**config.mk**
```make
export PLATFORM = sky130hd
export DESIGN_NAME = writeback_unit
export DESIGN_NICKNAME = d
export VERILOG_FILES = /design/src/logic/core_pkg.sv /design/src/logic/writeback_unit.sv
export VERILOG_INCLUDE_DIRS = /design/src /design/src/logic
export SDC_FILE = /design/constraint.sdc
export NUM_CORES = 1
export LEC_CHECK = 0
export ABC_AREA = 1
export ABC_CLOCK_PERIOD_IN_PS = 1000
export BUFFER_PORTS_ARGS = -buffer_cell sky130_fd_sc_hd__buf_4
export CAP_MARGIN = 10
export CORE_AREA = 4 4 88 90
export DETAILED_ROUTE_END_ITERATION = 6
export DIE_AREA = 0 0 92 94
export GPL_ROUTABILITY_DRIVEN = 0
export PLACE_DENSITY = 0.81
export SYNTH_ARGS = -nofsm -noshare
export SYNTH_HDL_FRONTEND = slang
export SYNTH_SLANG_ARGS = --single-unit
```
**constraint.sdc**
```tcl
create_clock -name aclk -period 1 [get_ports aclk]
set_input_delay 0.1 -clock aclk [delete_from_list [all_inputs] [get_ports aclk]]
set_output_delay 0.1 -clock aclk [all_outputs]
set_load 0.05 [all_outputs]
```
**src/logic/core_macros.svh**
```systemverilog
`ifndef CORE_MACROS_SVH
`define CORE_MACROS_SVH

// datapath and issue width
`define CORE_XLEN        32
`define CORE_NUM_LANES   2
`define CORE_REG_ADDR_W  5

// instruction buffer entries, power of two
`define CORE_BUF_DEPTH   8

// instruction word layout
`define CORE_INSTR_W     32
`define CORE_OP_MSB      31
`define CORE_OP_LSB      29
`define CORE_RD_LSB      24
`define CORE_RS1_LSB     19
`define CORE_RS2_LSB     14
`define CORE_IMM_W       14

`define CORE_SHAMT_W     5

`endif

```
**src/logic/core_pkg.sv**
```systemverilog
`default_nettype none
`include "core_macros.svh"

package core_pkg;

  typedef enum logic [`CORE_OP_MSB-`CORE_OP_LSB:0] {
    OP_ADD = 3'd0,
    OP_SUB = 3'd1,
    OP_AND = 3'd2,
    OP_OR  = 3'd3,
    OP_XOR = 3'd4,
    OP_SLL = 3'd5,
    OP_SRL = 3'd6,
    // rd <= sign-extended imm, no register read
    OP_LI  = 3'd7
  } op_e;

  typedef logic [`CORE_NUM_LANES-1:0] lane_mask_t;

endpackage

`default_nettype wire

```
**src/logic/writeback_unit.sv**
```systemverilog
`default_nettype none
`include "core_macros.svh"

module writeback_unit (
  input  wire                         aclk,
  input  wire                         rst_n,
  input  wire  core_pkg::lane_mask_t  res_valid,
  input  wire  [`CORE_REG_ADDR_W-1:0] res_rd      [`CORE_NUM_LANES],
  input  wire  [`CORE_XLEN-1:0]       res_data    [`CORE_NUM_LANES],
  output core_pkg::lane_mask_t        wr_en,
  output logic [`CORE_REG_ADDR_W-1:0] wr_addr     [`CORE_NUM_LANES],
  output logic [`CORE_XLEN-1:0]       wr_data     [`CORE_NUM_LANES],
  output core_pkg::lane_mask_t        retire_valid,
  output logic [`CORE_REG_ADDR_W-1:0] retire_rd   [`CORE_NUM_LANES],
  output logic [`CORE_XLEN-1:0]       retire_data [`CORE_NUM_LANES]
);

  // drop a write that a younger lane overwrites this cycle
  always_comb begin
    for (int i = 0; i < `CORE_NUM_LANES; i++) begin
      wr_en[i] = res_valid[i] && (res_rd[i] != '0);
      for (int j = i + 1; j < `CORE_NUM_LANES; j++) begin
        if (res_valid[j] && (res_rd[j] == res_rd[i])) begin
          wr_en[i] = 1'b0;
        end
      end
    end
  end

  assign wr_addr = res_rd;
  assign wr_data = res_data;

  // every result retires, r0 targets included
  always_ff @(posedge aclk or negedge rst_n) begin
    if (!rst_n) begin
      retire_valid <= '0;
    end else begin
      retire_valid <= res_valid;
    end
  end

  always_ff @(posedge aclk) begin
    retire_rd   <= res_rd;
    retire_data <= res_data;
  end

endmodule

`default_nettype wire

```
=== Yosys cells after proc, flatten, opt, wreduce, memory -nomap -nowiden ===
Index checks and enable logic that the tools add are counted.

* $add $sub $neg: 0
* Multiply operators: 0
* Div/mod/pow operators: 0
* $lt $le $gt $ge: 0
* Equality and inequality tests: 1
* Shift operators: 0
* Multiplexer cells: 1
* Bitwise gates (word level): 0
* Reduce and logical (&&, ||, !) cells: 5

{| class="wikitable"
|+ Operators by type and width
! kind !! number
|-
| 5-bit nonzero test || 2
|-
| 5-bit == test || 1
|-
| 1-bit logical AND || 3
|-
| 1-bit 2-to-1 mux || 1
|}

* Register bits: 76
* Bits in latches: 0
* Memory bits (writable): 0
* Memory bits (read-only): 0
* Input port bits: 78
* Output and inout port bits: 152
* Memories kept: 0

=== Depth between registers and ports, before layout ===
* Depth after elaboration: 3
* Depth in mapped cells: 7

=== Least setup slack after synthesis ===
OpenSTA, ideal clock, no wires.

* Path type: input to output
* Start: input port res_rd[5] in the netlist's numbering
* End: output port wr_en[0]
* Arrival time: 702 ps
* Required time: 900 ps
* Setup slack: 198 ps
* Cell stages on the path: 7
* Buffers on the path: 0
* Cell sequence: inv_1 > nand2_1 > nand2_1 > nor2_1 > nand3_1 > nand2_1 > inv_1

* Word-level cells in the longest chain between the ends: 3
* Elaborated cells on any way between the ends: 5
* Those cells by class: 1 x eq/ne; 1 x mux; 3 x reduce/logical

{| class="wikitable"
|+ Ends and longest elaborated chain
! item !! RTL line !! text
|-
| start: declaration || writeback_unit.sv:8 || <nowiki>input wire [`CORE_REG_ADDR_W-1:0] res_rd [`CORE_NUM_LANES],</nowiki>
|-
| 5-bit == test / 5-bit nonzero test (equally long branches) || writeback_unit.sv:23, writeback_unit.sv:21 ||
|-
| 1-bit logical AND, on equally long branches || writeback_unit.sv:23, writeback_unit.sv:21 ||
|-
| 1-bit 2-to-1 mux (*) || writeback_unit.sv:23 || <nowiki>if (res_valid[j] && (res_rd[j] == res_rd[i])) begin</nowiki>
|-
| end: declaration || writeback_unit.sv:10 || <nowiki>output core_pkg::lane_mask_t wr_en,</nowiki>
|}

Mark *: on every way between the ends. The rest lies on a longest branch, timed or not.

=== Worst setup path in the final report ===
* Start: input port res_rd[8] in the netlist's numbering
* End: output port wr_en[0]

Same word-level chain as after synthesis.

==> impl_metrics.json <==
{
  "status": "finished, final reports clean",
  "sw_frac_of_total_pct": 33.6,
  "drive_gt1_share_pct": 59.2,
  "ant_nets": 0,
  "pwr-share-seq_pct": 41.0,
  "cts.sinks": 76,
  "cts_inserted_buffers": 9,
  "cts_max_path_buffers": 2,
  "final_cell_mix": "198 x buf_4, 77 x dlygate4sd3_1, 68 x dfxtp_1",
  "post_drt_wl_per_cell_um": 16.0,
  "finalSetupTns_ps": 0,
  "cts_tree": "done",
  "port_buffers": 229,
  "crit_path_end_kind": "output port",
  "grt_pass1_wl_mm": 11.9,
  "grt_max_degree": 14,
  "diodes": 0,
  "worstPathArrival_ps": 890,
  "placedCellCount": 442,
  "hold_ws_ps": 90.7,
  "seq_area_frac_synth_pct": 68.5,
  "slew-limit-headroom_pct": 89.4,
  "p_switching_mw": 2.67,
  "finalSetupViolCount": 0,
  "crit_fanout": 4,
  "clk_pin_slew_ps": 80,
  "synth_area_per_cell_um2": 11.9,
  "drt_iter0_drc": 28,
  "hold_path.class": "in2async",
  "nets": 509,
  "finalWirelength_mm": 8.54,
  "root_buffer": "clkbuf_8",
  "initial_core_util_pct": 31.7,
  "powerDensity_nw_per_um2": 1710,
  "cts_max_level": 3,
  "num-fill-cells": 536,
  "grt_overflow": 0,
  "first_global_vias": 2343,
  "yosys_warnings": 0,
  "rsz0062_at_grt": "yes",
  "crit_required_ps": 900,
  "place_hpwl_mm": 5.62,
  "dieHeight_um": 94,
  "fin_cells": 535,
  "syn_inst": 188,
  "syn_nets": 266,
  "row_count": 31,
  "timing.final.crit_share_pct": 99.5,
  "fmax_ghz": 1.01,
  "post_cts_buffers": 0,
  "layout_commonest_cell": "buf_4",
  "dr.pass1.iters": 4,
  "core_um2": 7060,
  "grt_use_met3_pct": 9.13,
  "globalRoute.busiestLayer": "met2",
  "p_int_mw": 5.28,
  "dieArea_um2": 8650,
  "hold_violations": 0,
  "viasPerCell": 3.91,
  "stdcell_area_um2": 4640,
  "fin_crit_ps": 995,
  "comb_power_share_pct": 29.5,
  "area_growth_pct": 107,
  "drv_cap": 0,
  "cellLeakagePower_nw": 2.33,
  "grt_use_met1_pct": 14.6,
  "fp.dieW_um": 92,
  "synth_seq_cells": 76,
  "worstMarginPinSlew_ps": 157,
  "p_total_mw": 7.94,
  "num_vias": 2090,
  "drc": 0,
  "ir_drop_v": 0.000950,
  "gr-usage-met2_pct": 37.5,
  "antenna_found_initial": 0,
  "slew_violations": 0,
  "grt_usage_pct": 18.3,
  "place_area_um2": 3520,
  "pin_count": 230,
  "critical_path_class": "in2out",
  "synth.distinct_cells": 8,
  "syn_area_um2": 2240,
  "start_kind": "primary input",
  "clkPwrFrac_pct": 29.6
}
## power by group through the flow
stage	registers (mW)	clock network, mW	logic [mW]
after detailed placement	3.31	0	2.04
final	3.25	2.35	2.34
after global placement	3.30	0	2.02
after CTS	3.24	2.42	2.27
after floorplan	3.88	0	0.853
after global routing	3.27	2.56	2.42
## synth_stat cells
library cell	instances	area, um^2
o21ai_0	2	10.0
nor2_1	5	18.8
inv_1	12	45.0
dfxtp_1	74	1480
nand3_1	3	15.0
buf_4	74	556
dfrtp_1	2	50.1
nand2_1	16	60.1
## worst paths after layout
path	from	endpoint	slack [ps]	cells past startpoint
max in group asynchronous	rst_n	retire_valid[1]	820	2
min in group aclk	res_data[5]	retire_data[5]	400	2
worst max-delay path	res_rd[8]	wr_en[0]	5	8
worst min-delay path	rst_n	retire_valid[0]	90	2
## routing by layer
metal / share of wire, % / up-vias
met5: 0 / -
met3: 11 / 11
met2: 58 / 134
met1: 30 / 969
met4: 1.5 / 0
li1: - / 976
## state kept, by name (all words and copies together) (netlist names)
signal,cells
retire_data,64
retire_valid,2
retire_rd,10
## layout make-up
cell class,instances,area (um^2),area share (%)
multi-input combinational,26,119,2.56
clock inverter,5,60.1,1.29
timing repair buffer,306,2610,56.3
inverter,12,45.0,0.971
clock buffer,11,141,3.05
sequential,76,1540,33.2
tap,99,124,2.67
## through the flow
step           setup WS, ps  utilization, %
6_report               5.44            65.7
5_1_grt               -32.1            65.7
4_1_cts              0.0382            63.8
3_5_place_dp           37.1            49.9
3_3_place_gp           71.2            49.9
2_1_floorplan           198               -
## worst max-delay path: stages
cell	delay, ps
buf_4	130
inv_1	80
nand3_1	80
o21ai_0	160
inv_1	60
nand2_1	80
inv_2	50
buf_8	140
## timing repair
action | CTS | global route
pin swaps | 0 | 8
gates cloned | 0 | 0
hold buffers | 77 | 0
resized for setup | 3 | 44
endpoints found under the hold margin | 78 | 0
endpoints found under the setup margin | 3 | 30
## cells by family after synthesis
family / after synthesis / share of synthesized area, %
buf+inv: 86 / 26.9
flops: 76 / 68.5
simple gates: 24 / 4.20
compound gates: 2 / 0.448
No activity file was read; power rests on OpenSTA's default activity.
