`src/logic/core_macros.svh`:
```
`ifndef CORE_MACROS_SVH
`define CORE_MACROS_SVH

// datapath and issue width
`define CORE_XLEN        32
`define CORE_NUM_LANES   2
`define CORE_REG_ADDR_W  5

// instruction buffer entries, power of two
`define CORE_BUF_DEPTH   8

// instruction word layout
`define CORE_INSTR_W     32
`define CORE_OP_MSB      31
`define CORE_OP_LSB      29
`define CORE_RD_LSB      24
`define CORE_RS1_LSB     19
`define CORE_RS2_LSB     14
`define CORE_IMM_W       14

`define CORE_SHAMT_W     5

`endif

```
`src/logic/instr_buffer.sv`:
```
`default_nettype none
`include "core_macros.svh"

module instr_buffer (
  input  wire                        aclk,
  input  wire                        rst_n,
  input  wire  [`CORE_NUM_LANES-1:0] push_valid,
  input  wire  [`CORE_INSTR_W-1:0]   push_instr [`CORE_NUM_LANES],
  input  wire  [1:0]                 pop_count,
  output logic [`CORE_NUM_LANES-1:0] head_valid,
  output logic [`CORE_INSTR_W-1:0]   head_instr [`CORE_NUM_LANES],
  output logic                       buf_ready
);

  localparam int PTR_W = $clog2(`CORE_BUF_DEPTH);
  localparam int CNT_W = PTR_W + 1;

  logic [`CORE_INSTR_W-1:0] mem [`CORE_BUF_DEPTH];
  logic [PTR_W-1:0]         wr_ptr;
  logic [PTR_W-1:0]         wr_ptr_nx;
  logic [PTR_W-1:0]         rd_ptr;
  logic [PTR_W-1:0]         rd_ptr_nx;
  logic [CNT_W-1:0]         count;
  logic                     push_ok;
  logic [1:0]               push_num;

  // pointers wrap on their own, depth is a power of two
  assign wr_ptr_nx = wr_ptr + 1'b1;
  assign rd_ptr_nx = rd_ptr + 1'b1;

  // a push needs room for a full pair, even a single one
  assign buf_ready = (count <= CNT_W'(`CORE_BUF_DEPTH - 2));
  assign push_ok   = push_valid[0] & buf_ready;
  assign push_num  = push_ok ? (push_valid[1] ? 2'd2 : 2'd1) : 2'd0;

  always_ff @(posedge aclk) begin
    if (push_ok) begin
      mem[wr_ptr] <= push_instr[0];
      if (push_valid[1]) begin
        mem[wr_ptr_nx] <= push_instr[1];
      end
    end
  end

  always_ff @(posedge aclk or negedge rst_n) begin
    if (!rst_n) begin
      wr_ptr <= '0;
      rd_ptr <= '0;
      count  <= '0;
    end else begin
      wr_ptr <= wr_ptr + PTR_W'(push_num);
      rd_ptr <= rd_ptr + PTR_W'(pop_count);
      count  <= count + CNT_W'(push_num) - CNT_W'(pop_count);
    end
  end

  // two oldest entries, lane 0 is the older one
  assign head_valid[0] = (count != '0);
  assign head_valid[1] = (count > CNT_W'(1));
  assign head_instr[0] = mem[rd_ptr];
  assign head_instr[1] = mem[rd_ptr_nx];

endmodule

`default_nettype wire

```
`config.mk`:
```
export PLATFORM = sky130hd
export DESIGN_NAME = instr_buffer
export DESIGN_NICKNAME = d
export VERILOG_FILES = /design/src/logic/instr_buffer.sv
export VERILOG_INCLUDE_DIRS = /design/src /design/src/logic
export SDC_FILE = /design/constraint.sdc
export NUM_CORES = 1
export LEC_CHECK = 0
export ABC_AREA = 0
export BUFFER_PORTS_ARGS = -buffer_cell sky130_fd_sc_hd__buf_2
export CAP_MARGIN = 20
export CELL_PAD_IN_SITES_DETAIL_PLACEMENT = 0
export CELL_PAD_IN_SITES_GLOBAL_PLACEMENT = 1
export CORE_MARGIN = 5
export CORE_UTILIZATION = 45
export CTS_CLUSTER_DIAMETER = 120
export DETAILED_ROUTE_END_ITERATION = 7
export MAX_ROUTING_LAYER = met4
export PLACE_DENSITY = 0.72
export REMOVE_ABC_BUFFERS = 1
export SYNTH_ARGS = -nofsm -noshare
export SYNTH_HDL_FRONTEND = slang
export SYNTH_SLANG_ARGS = --single-unit
```
`constraint.sdc`:
```
create_clock -name aclk -period 12 [get_ports aclk]
set_clock_uncertainty 0.05 [all_clocks]
set_input_delay 1.2 -clock aclk [delete_from_list [all_inputs] [get_ports aclk]]
set_output_delay 1.2 -clock aclk [all_outputs]
set_load 0.01 [all_outputs]
```
Word level (Yosys, flattened, before mapping)
Memories as Yosys holds them, arrays and structs flattened.
Cells that the tools add are included.
{"block": "totals", "ff_bits": 10, "ram_bits": 256, "elab_cells": 21, "mem_count": 1}
{"memory": "mem", "depth": 8, "word_bits": 32, "read_ports": 2, "rd_ports_with_merged_regs": 0, "write_ports": 2, "line_no": "instr_buffer.sv:18", "text": "logic [`CORE_INSTR_W-1:0] mem [`CORE_BUF_DEPTH];"}
{"block": "op_classes", "n_addsub": 6, "magnitude_cmp": 2, "mux": 7, "bitwise": 1, "reduce_logical": 1}
{"operator": "$add 3x1->3 const B", "n": 2}
{"operator": "$add 3x2->3", "n": 2}
{"operator": "$mux 1", "n": 5}
{"operator": "$add 4x2->4", "n": 1}
{"operator": "$gt 4x1->1 const B", "n": 1}
{"operator": "$le 4x3->1 const B", "n": 1}
{"operator": "$mux 2", "n": 2}
{"operator": "$reduce_bool 4->1", "n": 1}
{"operator": "$sub 4x2->4", "n": 1}
{"operator": "$and 1x1->1", "n": 1}

Depth between registers and ports, before layout
{"block": "depth", "word_depth": 5, "depth_mapped": 11}

Worst setup path before layout
OpenSTA, ideal clock, no wires.
{"block": "synth_path", "kind": "input to register", "start": "in push_valid[0]", "end": "mem mem[2][0] (netlist name), enable pin", "arrival_time_ns": 4.676, "setup_slack_ns": 6.764, "path_stages": 2, "path_buffers": 0, "cell_sequence": "nand3_1 > o41ai_1"}
{"item": "start: declaration", "line_no": "instr_buffer.sv:7", "text": "input wire [`CORE_NUM_LANES-1:0] push_valid,"}
{"item": "end: declaration", "line_no": "instr_buffer.sv:18"}

==> run_results.csv <==
group,metric,value,unit
layout,layout_commonest_cell,"mux2_2",
placement,dp_hpwl,22.8,mm
cts,htree_levels,1,
timing,max_slew_margin,28.7,%
critical_path,critPathRequiredTime,10750,ps
detailed_routing,wl_per_cell,27.3,µm
synth,ys_seq_area_share,50.6,%
floorplan,ios,137,
cts,ctsResizeCount,0,
cts,tritoncts,"done",
timing,drv_slew,0,
critical_path,critPathKind,"register to primary output",
placement,pre_cts_slack,7370,ps
critical_path,ff2ff_setup_slack,8200,ps
status,status,"finished, final reports clean",
critical_path,worst-path-buf-inv,3,
detailed_routing,routed_wirelength,39.9,mm
layout,most-common-layout-cells,"mux2_2 (305), edfxtp_1 (256), buf_2 (136)",
cts,clock-root-buffer,"clkbuf_16",
floorplan,die_width,197,µm
timing,finalSetupViolCount,0,
pwr,powerDensity,256,mW/mm²
synth,synth_area,0.0157,mm²
critical_path,cpMostUsedCell,"buf_4",
placement,dp_cells,1397,
synth,synth-seq-cells,266,
layout,areaGrowthSynthToFinish,12.3,%
cts,cts_hold_buf,0,
pwr,vdd.ir_drop.worst,0.202,mV
cts,clk_pin_slew,60,ps
cts,postCtsSetupRepairBufs,0,
layout,nNetsFinal,1060,
critical_path,endpoint_kind,"primary output",
synth,avgSynthCellArea,18.5,µm²
cts,insertion_delay,550,ps
timing,period_share,43.1,%
critical_path,crit_chain,"buf_4 -> buf_4 -> mux4_2 -> mux2_2 -> buf_2",
synth,synth-main-ff-cell,"edfxtp_1",
timing,rsz0062_at_grt,"no",
critical_path,critPathMaxFanout,58,
timing,fin_crit,5170,ps
synth,synthArstFlopShare,3.76,%
detailed_routing,dr.pass1.iters,5,
floorplan,die-area,0.0387,mm²
synth,syn_inst,850,
timing,finalHoldViolCount,0,
detailed_routing,drtIter0Drc,517,
timing,timing.fmax,0.193,GHz
run,drv_cap,0,
placement,port_buffers,136,
critical_path,critical_path_arrival,3920,ps
synth,synth_cell_type_count,38,
floorplan,fp.dieH,197,µm
layout,nFillCells,2859,
global_route,overflow,0,
critical_path,cp_slowest_cell,"buf_4",
global_route,grt_pass1_wl,59.7,mm
floorplan,std_cell_rows,68,
detailed_routing,route.detailed.drc,0,
min_path,min_path_type,"input pin to asynchronous set/reset pin",
cts,clock_path_buffers,3,
synth,synth_edf_count,256,
timing,whs,458,ps
placement,routabilityCongestion,0.730,
floorplan,core-area,0.0345,mm²
global_route,grt_antenna_before_repair,7,
pwr,power.leakage,5.96,nW
synth,synthTopCellsByArea,"edfxtp_1 (49%), mux2_2 (22%), mux4_2 (18%)",
global_route,grtUsageTotal,21.1,%
detailed_routing,vias,8657,
layout,drive_gt1_share,67.2,%
timing,tns,0,ps
detailed_routing,ant_nets,0,
timing,layout_setup_ws,6830,ps
global_route,grt_pass1_vias,9415,
synth,yosys_warnings,0,
layout,layoutNonFillerInstCount,1463,
synth,synth.largest_area_cell,"edfxtp_1",
floorplan,initial_utilization,45.5,%
synth,synth_top_cell_area_share,49.0,%
critical_path,start_kind,"register",
timing,worst_pin_slew,1070,ps
cts,cts_inserted_buffers,31,
cts,cts.sink_count,266,
detailed_routing,avgViaCountPerCell,5.92,
global_route,grt_start_max_net_pins,65,
critical_path,crit_path_max_incr_delay,840,ps
critical_path,cp_top_family,"buffers and inverters",
==> layout make-up <==
class	count	area [µm²]	share of cell area, %
multi-input combinational	503	7240	41.1
timing repair buffer	156	831	4.72
sequential	266	7950	45.1
inverter	17	63.8	0.362
tap	455	569	3.23
clock inverter	12	104	0.589
antenna	9	22.5	0.128
clock buffer	45	838	4.76
==> cells by family (layout without fill, tap and decap cells) <==
group	Yosys count	count (layout)	share of synthesized area, %
flip-flops	266	266	50.6
AO/OA/AOI/OAI	13	13	0.710
adder cells (fa/ha/maj)	15	15	1.39
other	0	9	0
AND/OR/NAND/NOR	20	20	1.42
XOR/XNOR	7	7	0.558
buffers and inverters	81	230	3.70
multiplexers	448	448	41.6
==> per-stage QoR <==
| step | power, W | area (µm²) | util, % |
|---|---|---|---|
| 6_report | 0.00450 | 17600 | 51.1 |
| 5_1_grt | 0.00475 | 17600 | 51.1 |
| 4_1_cts | 0.00458 | 17600 | 51.1 |
| 3_5_place_dp | 0.00369 | 16700 | 48.3 |
| 3_3_place_gp | 0.00366 | 16700 | 48.3 |
| 2_1_floorplan | 0.00300 | 15200 | - |
==> where the power goes <==
| part | leakage (nW) | total (W) | switching, W | internal [W] |
|---|---|---|---|---|
| Combinational | 3.06 | 0.00225 | 0.00112 | 0.00113 |
| Clock | 0.460 | 0.000880 | 0.000358 | 0.000522 |
| Sequential | 2.43 | 0.00137 | 0.000140 | 0.00123 |
==> per-layer routing <==
layer,GRT usage (%),share of wire (%)
met1,27.8,43
met2,34.7,50
met3,3.73,5.3
met4,4.57,2.0
met5,-,0
==> Yosys cell counts (2+ instances only) <==
master and count:
mux2_2 305, edfxtp_1 256, mux4_2 128, buf_2 20
buf_6 20, inv_1 16, clkbuf_1 15, mux2_4 13
ha_1 11, dfrtp_1 10, buf_12 6, fa_1 4
nor2_1 4, nor4_4 4, a31o_2 3, nand4_4 3
xor2_1 3, a21o_2 2, a21oi_1 2, and4_1 2
buf_1 2, mux2_1 2, nand2_1 2, nand3_1 2
xnor2_1 2
==> state kept, by name (all words and copies together) (netlist names) <==
name and count:
rd_ptr 3, wr_ptr 3, mem 256, count 4
==> path summary, 6_finish.rpt <==
path                            from             end  cells past startpoint
max                        rd_ptr[0]  head_instr[27]                      5
min                            rst_n        count[0]                      1
max reg2reg                wr_ptr[0]      mem[3][10]                      5
min reg2reg                 count[0]        count[0]                      1
max in group asynchronous      rst_n       rd_ptr[0]                      1
min in group aclk           count[0]        count[0]                      1
No activity file was read; power rests on OpenSTA's default activity.
