File: config.mk
export PLATFORM = sky130hd
export DESIGN_NAME = issue_unit
export DESIGN_NICKNAME = d
export VERILOG_FILES = /design/src/logic/core_pkg.sv /design/src/logic/issue_unit.sv
export VERILOG_INCLUDE_DIRS = /design/src /design/src/logic
export SDC_FILE = /design/constraint.sdc
export NUM_CORES = 1
export LEC_CHECK = 0
export BUFFER_PORTS_ARGS = -buffer_cell sky130_fd_sc_hd__buf_2
export CORE_AREA = 2 2 171 173
export DETAILED_ROUTE_END_ITERATION = 8
export DIE_AREA = 0 0 173 175
export PLACE_DENSITY = 0.51
export SYNTH_ARGS = -nofsm -noshare
export SYNTH_HDL_FRONTEND = slang
export SYNTH_SLANG_ARGS = --single-unit
File: constraint.sdc
create_clock -name vclk -period 2.24
set_input_delay 0.448 -clock vclk [all_inputs]
set_output_delay 0.448 -clock vclk [all_outputs]
set_load 0.03 [all_outputs]
File: src/logic/core_macros.svh
`ifndef CORE_MACROS_SVH
`define CORE_MACROS_SVH

// datapath and issue width
`define CORE_XLEN        32
`define CORE_NUM_LANES   2
`define CORE_REG_ADDR_W  5

// instruction buffer entries, power of two
`define CORE_BUF_DEPTH   8

// instruction word layout
`define CORE_INSTR_W     32
`define CORE_OP_MSB      31
`define CORE_OP_LSB      29
`define CORE_RD_LSB      24
`define CORE_RS1_LSB     19
`define CORE_RS2_LSB     14
`define CORE_IMM_W       14

`define CORE_SHAMT_W     5

`endif

File: src/logic/core_pkg.sv
`default_nettype none
`include "core_macros.svh"

package core_pkg;

  typedef enum logic [`CORE_OP_MSB-`CORE_OP_LSB:0] {
    OP_ADD = 3'd0,
    OP_SUB = 3'd1,
    OP_AND = 3'd2,
    OP_OR  = 3'd3,
    OP_XOR = 3'd4,
    OP_SLL = 3'd5,
    OP_SRL = 3'd6,
    // rd <= sign-extended imm, no register read
    OP_LI  = 3'd7
  } op_e;

  typedef logic [`CORE_NUM_LANES-1:0] lane_mask_t;

endpackage

`default_nettype wire

File: src/logic/issue_unit.sv
`default_nettype none
`include "core_macros.svh"

module issue_unit (
  input  wire  [`CORE_NUM_LANES-1:0]  head_valid,
  input  wire  [`CORE_INSTR_W-1:0]    head_instr [`CORE_NUM_LANES],
  input  wire  [`CORE_XLEN-1:0]       rd_data    [2*`CORE_NUM_LANES],
  input  wire  core_pkg::lane_mask_t  res_valid,
  input  wire  [`CORE_REG_ADDR_W-1:0] res_rd     [`CORE_NUM_LANES],
  input  wire  [`CORE_XLEN-1:0]       res_data   [`CORE_NUM_LANES],
  output logic [1:0]                  pop_count,
  output logic [`CORE_REG_ADDR_W-1:0] rd_addr    [2*`CORE_NUM_LANES],
  output core_pkg::lane_mask_t        issue_valid,
  output core_pkg::op_e               issue_op   [`CORE_NUM_LANES],
  output logic [`CORE_REG_ADDR_W-1:0] issue_rd   [`CORE_NUM_LANES],
  output logic [`CORE_XLEN-1:0]       issue_a    [`CORE_NUM_LANES],
  output logic [`CORE_XLEN-1:0]       issue_b    [`CORE_NUM_LANES]
);

  core_pkg::op_e               op      [`CORE_NUM_LANES];
  logic [`CORE_REG_ADDR_W-1:0] rd      [`CORE_NUM_LANES];
  logic [`CORE_REG_ADDR_W-1:0] rs1     [`CORE_NUM_LANES];
  logic [`CORE_REG_ADDR_W-1:0] rs2     [`CORE_NUM_LANES];
  logic [`CORE_XLEN-1:0]       imm     [`CORE_NUM_LANES];
  logic [`CORE_XLEN-1:0]       src_val [2*`CORE_NUM_LANES];
  logic                        pair_dep;

  for (genvar i = 0; i < `CORE_NUM_LANES; i++) begin : g_dec
    assign op[i]  = core_pkg::op_e'(head_instr[i][`CORE_OP_MSB:`CORE_OP_LSB]);
    assign rd[i]  = head_instr[i][`CORE_RD_LSB +: `CORE_REG_ADDR_W];
    assign rs1[i] = head_instr[i][`CORE_RS1_LSB +: `CORE_REG_ADDR_W];
    assign rs2[i] = head_instr[i][`CORE_RS2_LSB +: `CORE_REG_ADDR_W];
    assign imm[i] = {{(`CORE_XLEN - `CORE_IMM_W){head_instr[i][`CORE_IMM_W-1]}},
                     head_instr[i][`CORE_IMM_W-1:0]};

    // ports 2i and 2i+1 belong to lane i
    assign rd_addr[2*i]   = rs1[i];
    assign rd_addr[2*i+1] = rs2[i];

    assign issue_op[i] = op[i];
    assign issue_rd[i] = rd[i];
    assign issue_a[i]  = (op[i] == core_pkg::OP_LI) ? imm[i] : src_val[2*i];
    assign issue_b[i]  = (op[i] == core_pkg::OP_LI) ? '0 : src_val[2*i+1];
  end

  // lane registers hold the results not yet in the register file
  always_comb begin
    for (int p = 0; p < 2*`CORE_NUM_LANES; p++) begin
      src_val[p] = rd_data[p];
      // higher lane is younger, so it overrides
      for (int l = 0; l < `CORE_NUM_LANES; l++) begin
        if (res_valid[l] && (res_rd[l] == rd_addr[p])) begin
          src_val[p] = res_data[l];
        end
      end
      if (rd_addr[p] == '0) begin
        src_val[p] = '0;
      end
    end
  end

  // second instruction reads what the first one writes
  assign pair_dep = (op[1] != core_pkg::OP_LI) && (rd[0] != '0) &&
                    ((rs1[1] == rd[0]) || (rs2[1] == rd[0]));

  assign issue_valid[0] = head_valid[0];
  assign issue_valid[1] = head_valid[1] & ~pair_dep;

  assign pop_count = 2'(issue_valid[0]) + 2'(issue_valid[1]);

endmodule

`default_nettype wire

# Word level (Yosys, flattened, before mapping)
# Index checks and enable logic that the tools add are counted.
# totals
regBits	0
output_inout_bits	168
# classes
n_addsub	1
eq_ne	13
n_mux	16
bitwise_logic	2
reduce_logical	16
# op_table
operator	n
32-bit two-way mux	16
5-bit equality test	10
5-bit zero test	4
1-bit logical AND	10
3-bit equality test, second input constant	2
5-bit nonzero test	1
3-bit inequality test, second input constant	1
1-bit by 1-bit adder with 2-bit output	1
1-bit bitwise AND	1
1-bit logical OR	1
1-bit NOT	1

# Longest topological paths before layout
# depth
depth_word	6
depth_mapped	8
ltp_nobuf	6

# Worst setup path after synthesis
# No wires, ideal clock.
# synth_timing
path_kind	input port to output port
from	input res_rd[0] (netlist name)
to	output issue_a[10] (netlist name)
t_arrival_ns	2.172
required_time_ns	1.792
path_slack_ns	-0.380
cell_stages	7
path_cell_list	buf_2 > xnor2_1 > nand2_1 > nor2_2 > buf_6 > a211oi_1 > o31ai_1
# synth_rtl
element	line	source
start: declaration	issue_unit.sv:9	input wire [`CORE_REG_ADDR_W-1:0] res_rd [`CORE_NUM_LANES],
end: declaration	issue_unit.sv:16	output logic [`CORE_XLEN-1:0] issue_a [`CORE_NUM_LANES],

==> out/results.md <==
STA
• 130 — final setup violation count
• 0.404 ns — measured slew at the worst slew-check pin
• -0.368 ns — worst setup slack after layout
• 0 — final count of hold timing violations
• 73.1% — relative slew slack
• -36.18 ns — final sum of negative setup slack
• yes — unrepaired setup endpoints after global routing
• 116% — final worst-path cycle share
• 0 — total count of max-transition violations in the final report
• 2.61 ns — shortest period the worst path allows
• 384 MHz — highest clock frequency the design can meet

Worst setup path
• buf_8 > xor2_1 > nor4_2 > and3_4 > buf_6 > buf_12 > mux2i_4 > a211oi_4 > buf_6 — cells along the critical path
• input pin — critical path launch point type
• primary output — Setup crit end kind
• 2.16 ns — signal arrival time at the worst endpoint
• buffers and inverters — CP delay by family, top
• sky130_fd_sc_hd__nor4_2 — critical path's slowest cell
• in2out — type of the setup path with the least slack
• 0.30 ns — maximum cell stage delay along the critical path
• sky130_fd_sc_hd__buf_6 — Most Frequent Cell on Critical Path
• 5 — Crit Path Max Fanout
• 1.79 ns — required time of the worst setup path
• 4 — total buffers and inverters traversed by the critical path

Cells and area
• 80.7% — layout cell share with drive strength beyond 1
• 48.7% — fin util
• 1483 — net count reported at finish
• 1596 — non-filler cells, final
• 0 — count of sequential standard cells
• 0 um2 — Reg area
• 182% — Area growth syn-to-layout
• 273 x sky130_fd_sc_hd__buf_2, 170 x sky130_fd_sc_hd__buf_6, 111 x sky130_fd_sc_hd__a211oi_4, 90 x sky130_fd_sc_hd__nor2_1, 70 x sky130_fd_sc_hd__nor2_2 — leading cell types in the layout, fill and taps excluded
• 0 — total of clock buffers placed in the layout
• sky130_fd_sc_hd__buf_2 — most common library cell in the layout ignoring fill and taps

Place
• 428 — Port Buf Inserts
• 26.5 mm — placed wire-length estimate
• 0.837 — Routability Congestion
• 1529 — number of placed cells counting well taps

Floorplanning
• 175 um — die boundary height
• 173 um — Die W
• 17.3% — starting utilization of the core area
• 30300 um2 — die footprint
• 28400 um2 — Core Box Area
• 438 — IO Count
• 62 — Core Rows

Yosys
• 1019 — Syn Nets
• 0 — number of warnings issued by yosys
• 32 — post-synth cell types
• 9.25% — xor-xnor portion of the synthesized cell area
• 4900 um2 — Post-Synthesis Cell Area
• 13.1% — portion of netlist area occupied by mux cells
• compound AO/OA/AOI/OAI gates — main combinational cell family by area after synthesis
• 6.55 um2 — Mapped Avg Cell Area
• 35.9% — area fraction in compound gates after synthesis
• 0% — Seq/Total Area, Yosys
• 26.9% — Synth Area in Simple Gates
• 0.255% — share of synthesized cell area in full adder, half adder and majority cells
• 748 — post-synthesis instance total

Global routing
• 57.9 mm — first-pass GRT wire length
• 0 — total global routing overflow
• 8621 — number of global-route vias before repair
• 35 — largest net degree at the start of global routing
• 25.3% — global-route total usage across every layer
• 2 — number of antenna violations at the first check in global routing

Flow run
• 0 — total of max-cap violations

Outcome
• finished, violations left — outcome
• setup timing — violations in the final reports

Route
• 7 — Pre-Repair DR Iteration Count
• 0 — DRT antenna net count
• 5.05 — Via density
• 0 — post-detailed-route DRC marker count
• 41.1 mm — drt total wl
• 25.8 um — detail-routed net length per standard cell
• 521 — Detailed Route Iter0 Violations
• 8063 — routed vias

Pwr
• 241 nW/um2 — Power per Cell Area
• 137 uV — worst vdd rail ir drop
• 5.19 nW — static leakage

Min path
• in2out — type of the worst min-delay path

-- through the flow --
stage	cell area, um2	setup slack (ns)	total power [mW]	hold slack, ns
finish	13800	-0.368	3.33	0.896
global route	13800	-0.407	3.45	0.896
CTS	13300	-0.403	3.23	0.896
detailed placement	9570	-0.479	2.43	0.896
global placement	9570	-0.498	2.42	0.896
floorplan	6690	-0.157	1.57	1.03
-- Yosys cell counts, types with 2 or more instances --
library cell	instances	area (um2)
sky130_fd_sc_hd__buf_2	21	105
sky130_fd_sc_hd__buf_6	4	45.0
sky130_fd_sc_hd__xor2_1	21	184
sky130_fd_sc_hd__buf_8	2	30.0
sky130_fd_sc_hd__a211oi_1	71	533
sky130_fd_sc_hd__nor4_1	4	25.0
sky130_fd_sc_hd__nand4_1	4	25.0
sky130_fd_sc_hd__xnor2_1	27	236
sky130_fd_sc_hd__a21oi_1	7	35.0
sky130_fd_sc_hd__clkbuf_1	46	173
sky130_fd_sc_hd__or2_1	2	12.5
sky130_fd_sc_hd__o21ai_1	4	20.0
sky130_fd_sc_hd__nand3_1	69	345
sky130_fd_sc_hd__o22ai_1	7	43.8
sky130_fd_sc_hd__nand2_1	32	120
sky130_fd_sc_hd__buf_12	4	80.1
sky130_fd_sc_hd__buf_4	37	278
sky130_fd_sc_hd__nor2_1	186	698
sky130_fd_sc_hd__a211oi_2	50	626
sky130_fd_sc_hd__and3_1	4	25.0
sky130_fd_sc_hd__buf_1	2	7.51
sky130_fd_sc_hd__or2_2	2	12.5
sky130_fd_sc_hd__or4_1	5	37.5
sky130_fd_sc_hd__nor3_1	2	10.0
sky130_fd_sc_hd__o31ai_1	64	480
sky130_fd_sc_hd__mux2i_1	64	641
sky130_fd_sc_hd__xnor2_2	2	32.5
-- worst paths after layout --
| kind | start | end | slack [ns] | cells past startpoint |
|---|---|---|---|---|
| min | head_instr[27] | issue_rd[3] | 0.90 | 0 |
| max | res_rd[7] | issue_b[10] | -0.37 | 9 |
-- cell families (layout without fill, tap and decap cells) --
family                     Yosys count  in the layout
AOI/OAI and AO/OA                  206            206
and+or+nand+nor                    311            311
buffers and inverters              116            578
muxes                               64             64
other                                0              2
adders and majority gates            1              1
xor gates and xnor gates            50             50
-- layout make-up --
cell class                 count  area [um2]
multi-input combinational    632        7780
antenna                        2        5.00
tap                          384         480
fill                        2554       14600
timing repair buffer         578        5560
-- where the power goes --
group,switching (mW),leakage [nW],total [mW],internal (mW)
clock,0,0.0000127,0.000000120,0.000000120
combinational,1.77,5.19,3.33,1.56
sequential,0,0,0,0
-- per-layer routing --
metal	vias to the layer above	part of all wire (%)	global-route usage, %
li1	3587	-	-
met1	3958	39	31.6
met2	447	50	45.5
met3	71	7.5	3.94
met4	0	3.2	5.79
met5	-	0	0
-- timing repair --
action / in CTS / in global routing
setup endpoints to repair: 131 / 131
pin swaps: 132 / 86
hold buffers: 0 / 0
gates cloned: 24 / 9
gates resized for setup: 637 / 123
endpoints found under the hold margin: 0 / 0
buffers inserted: 41 / 12
Note: power is estimated with default switching activity, not from simulation.
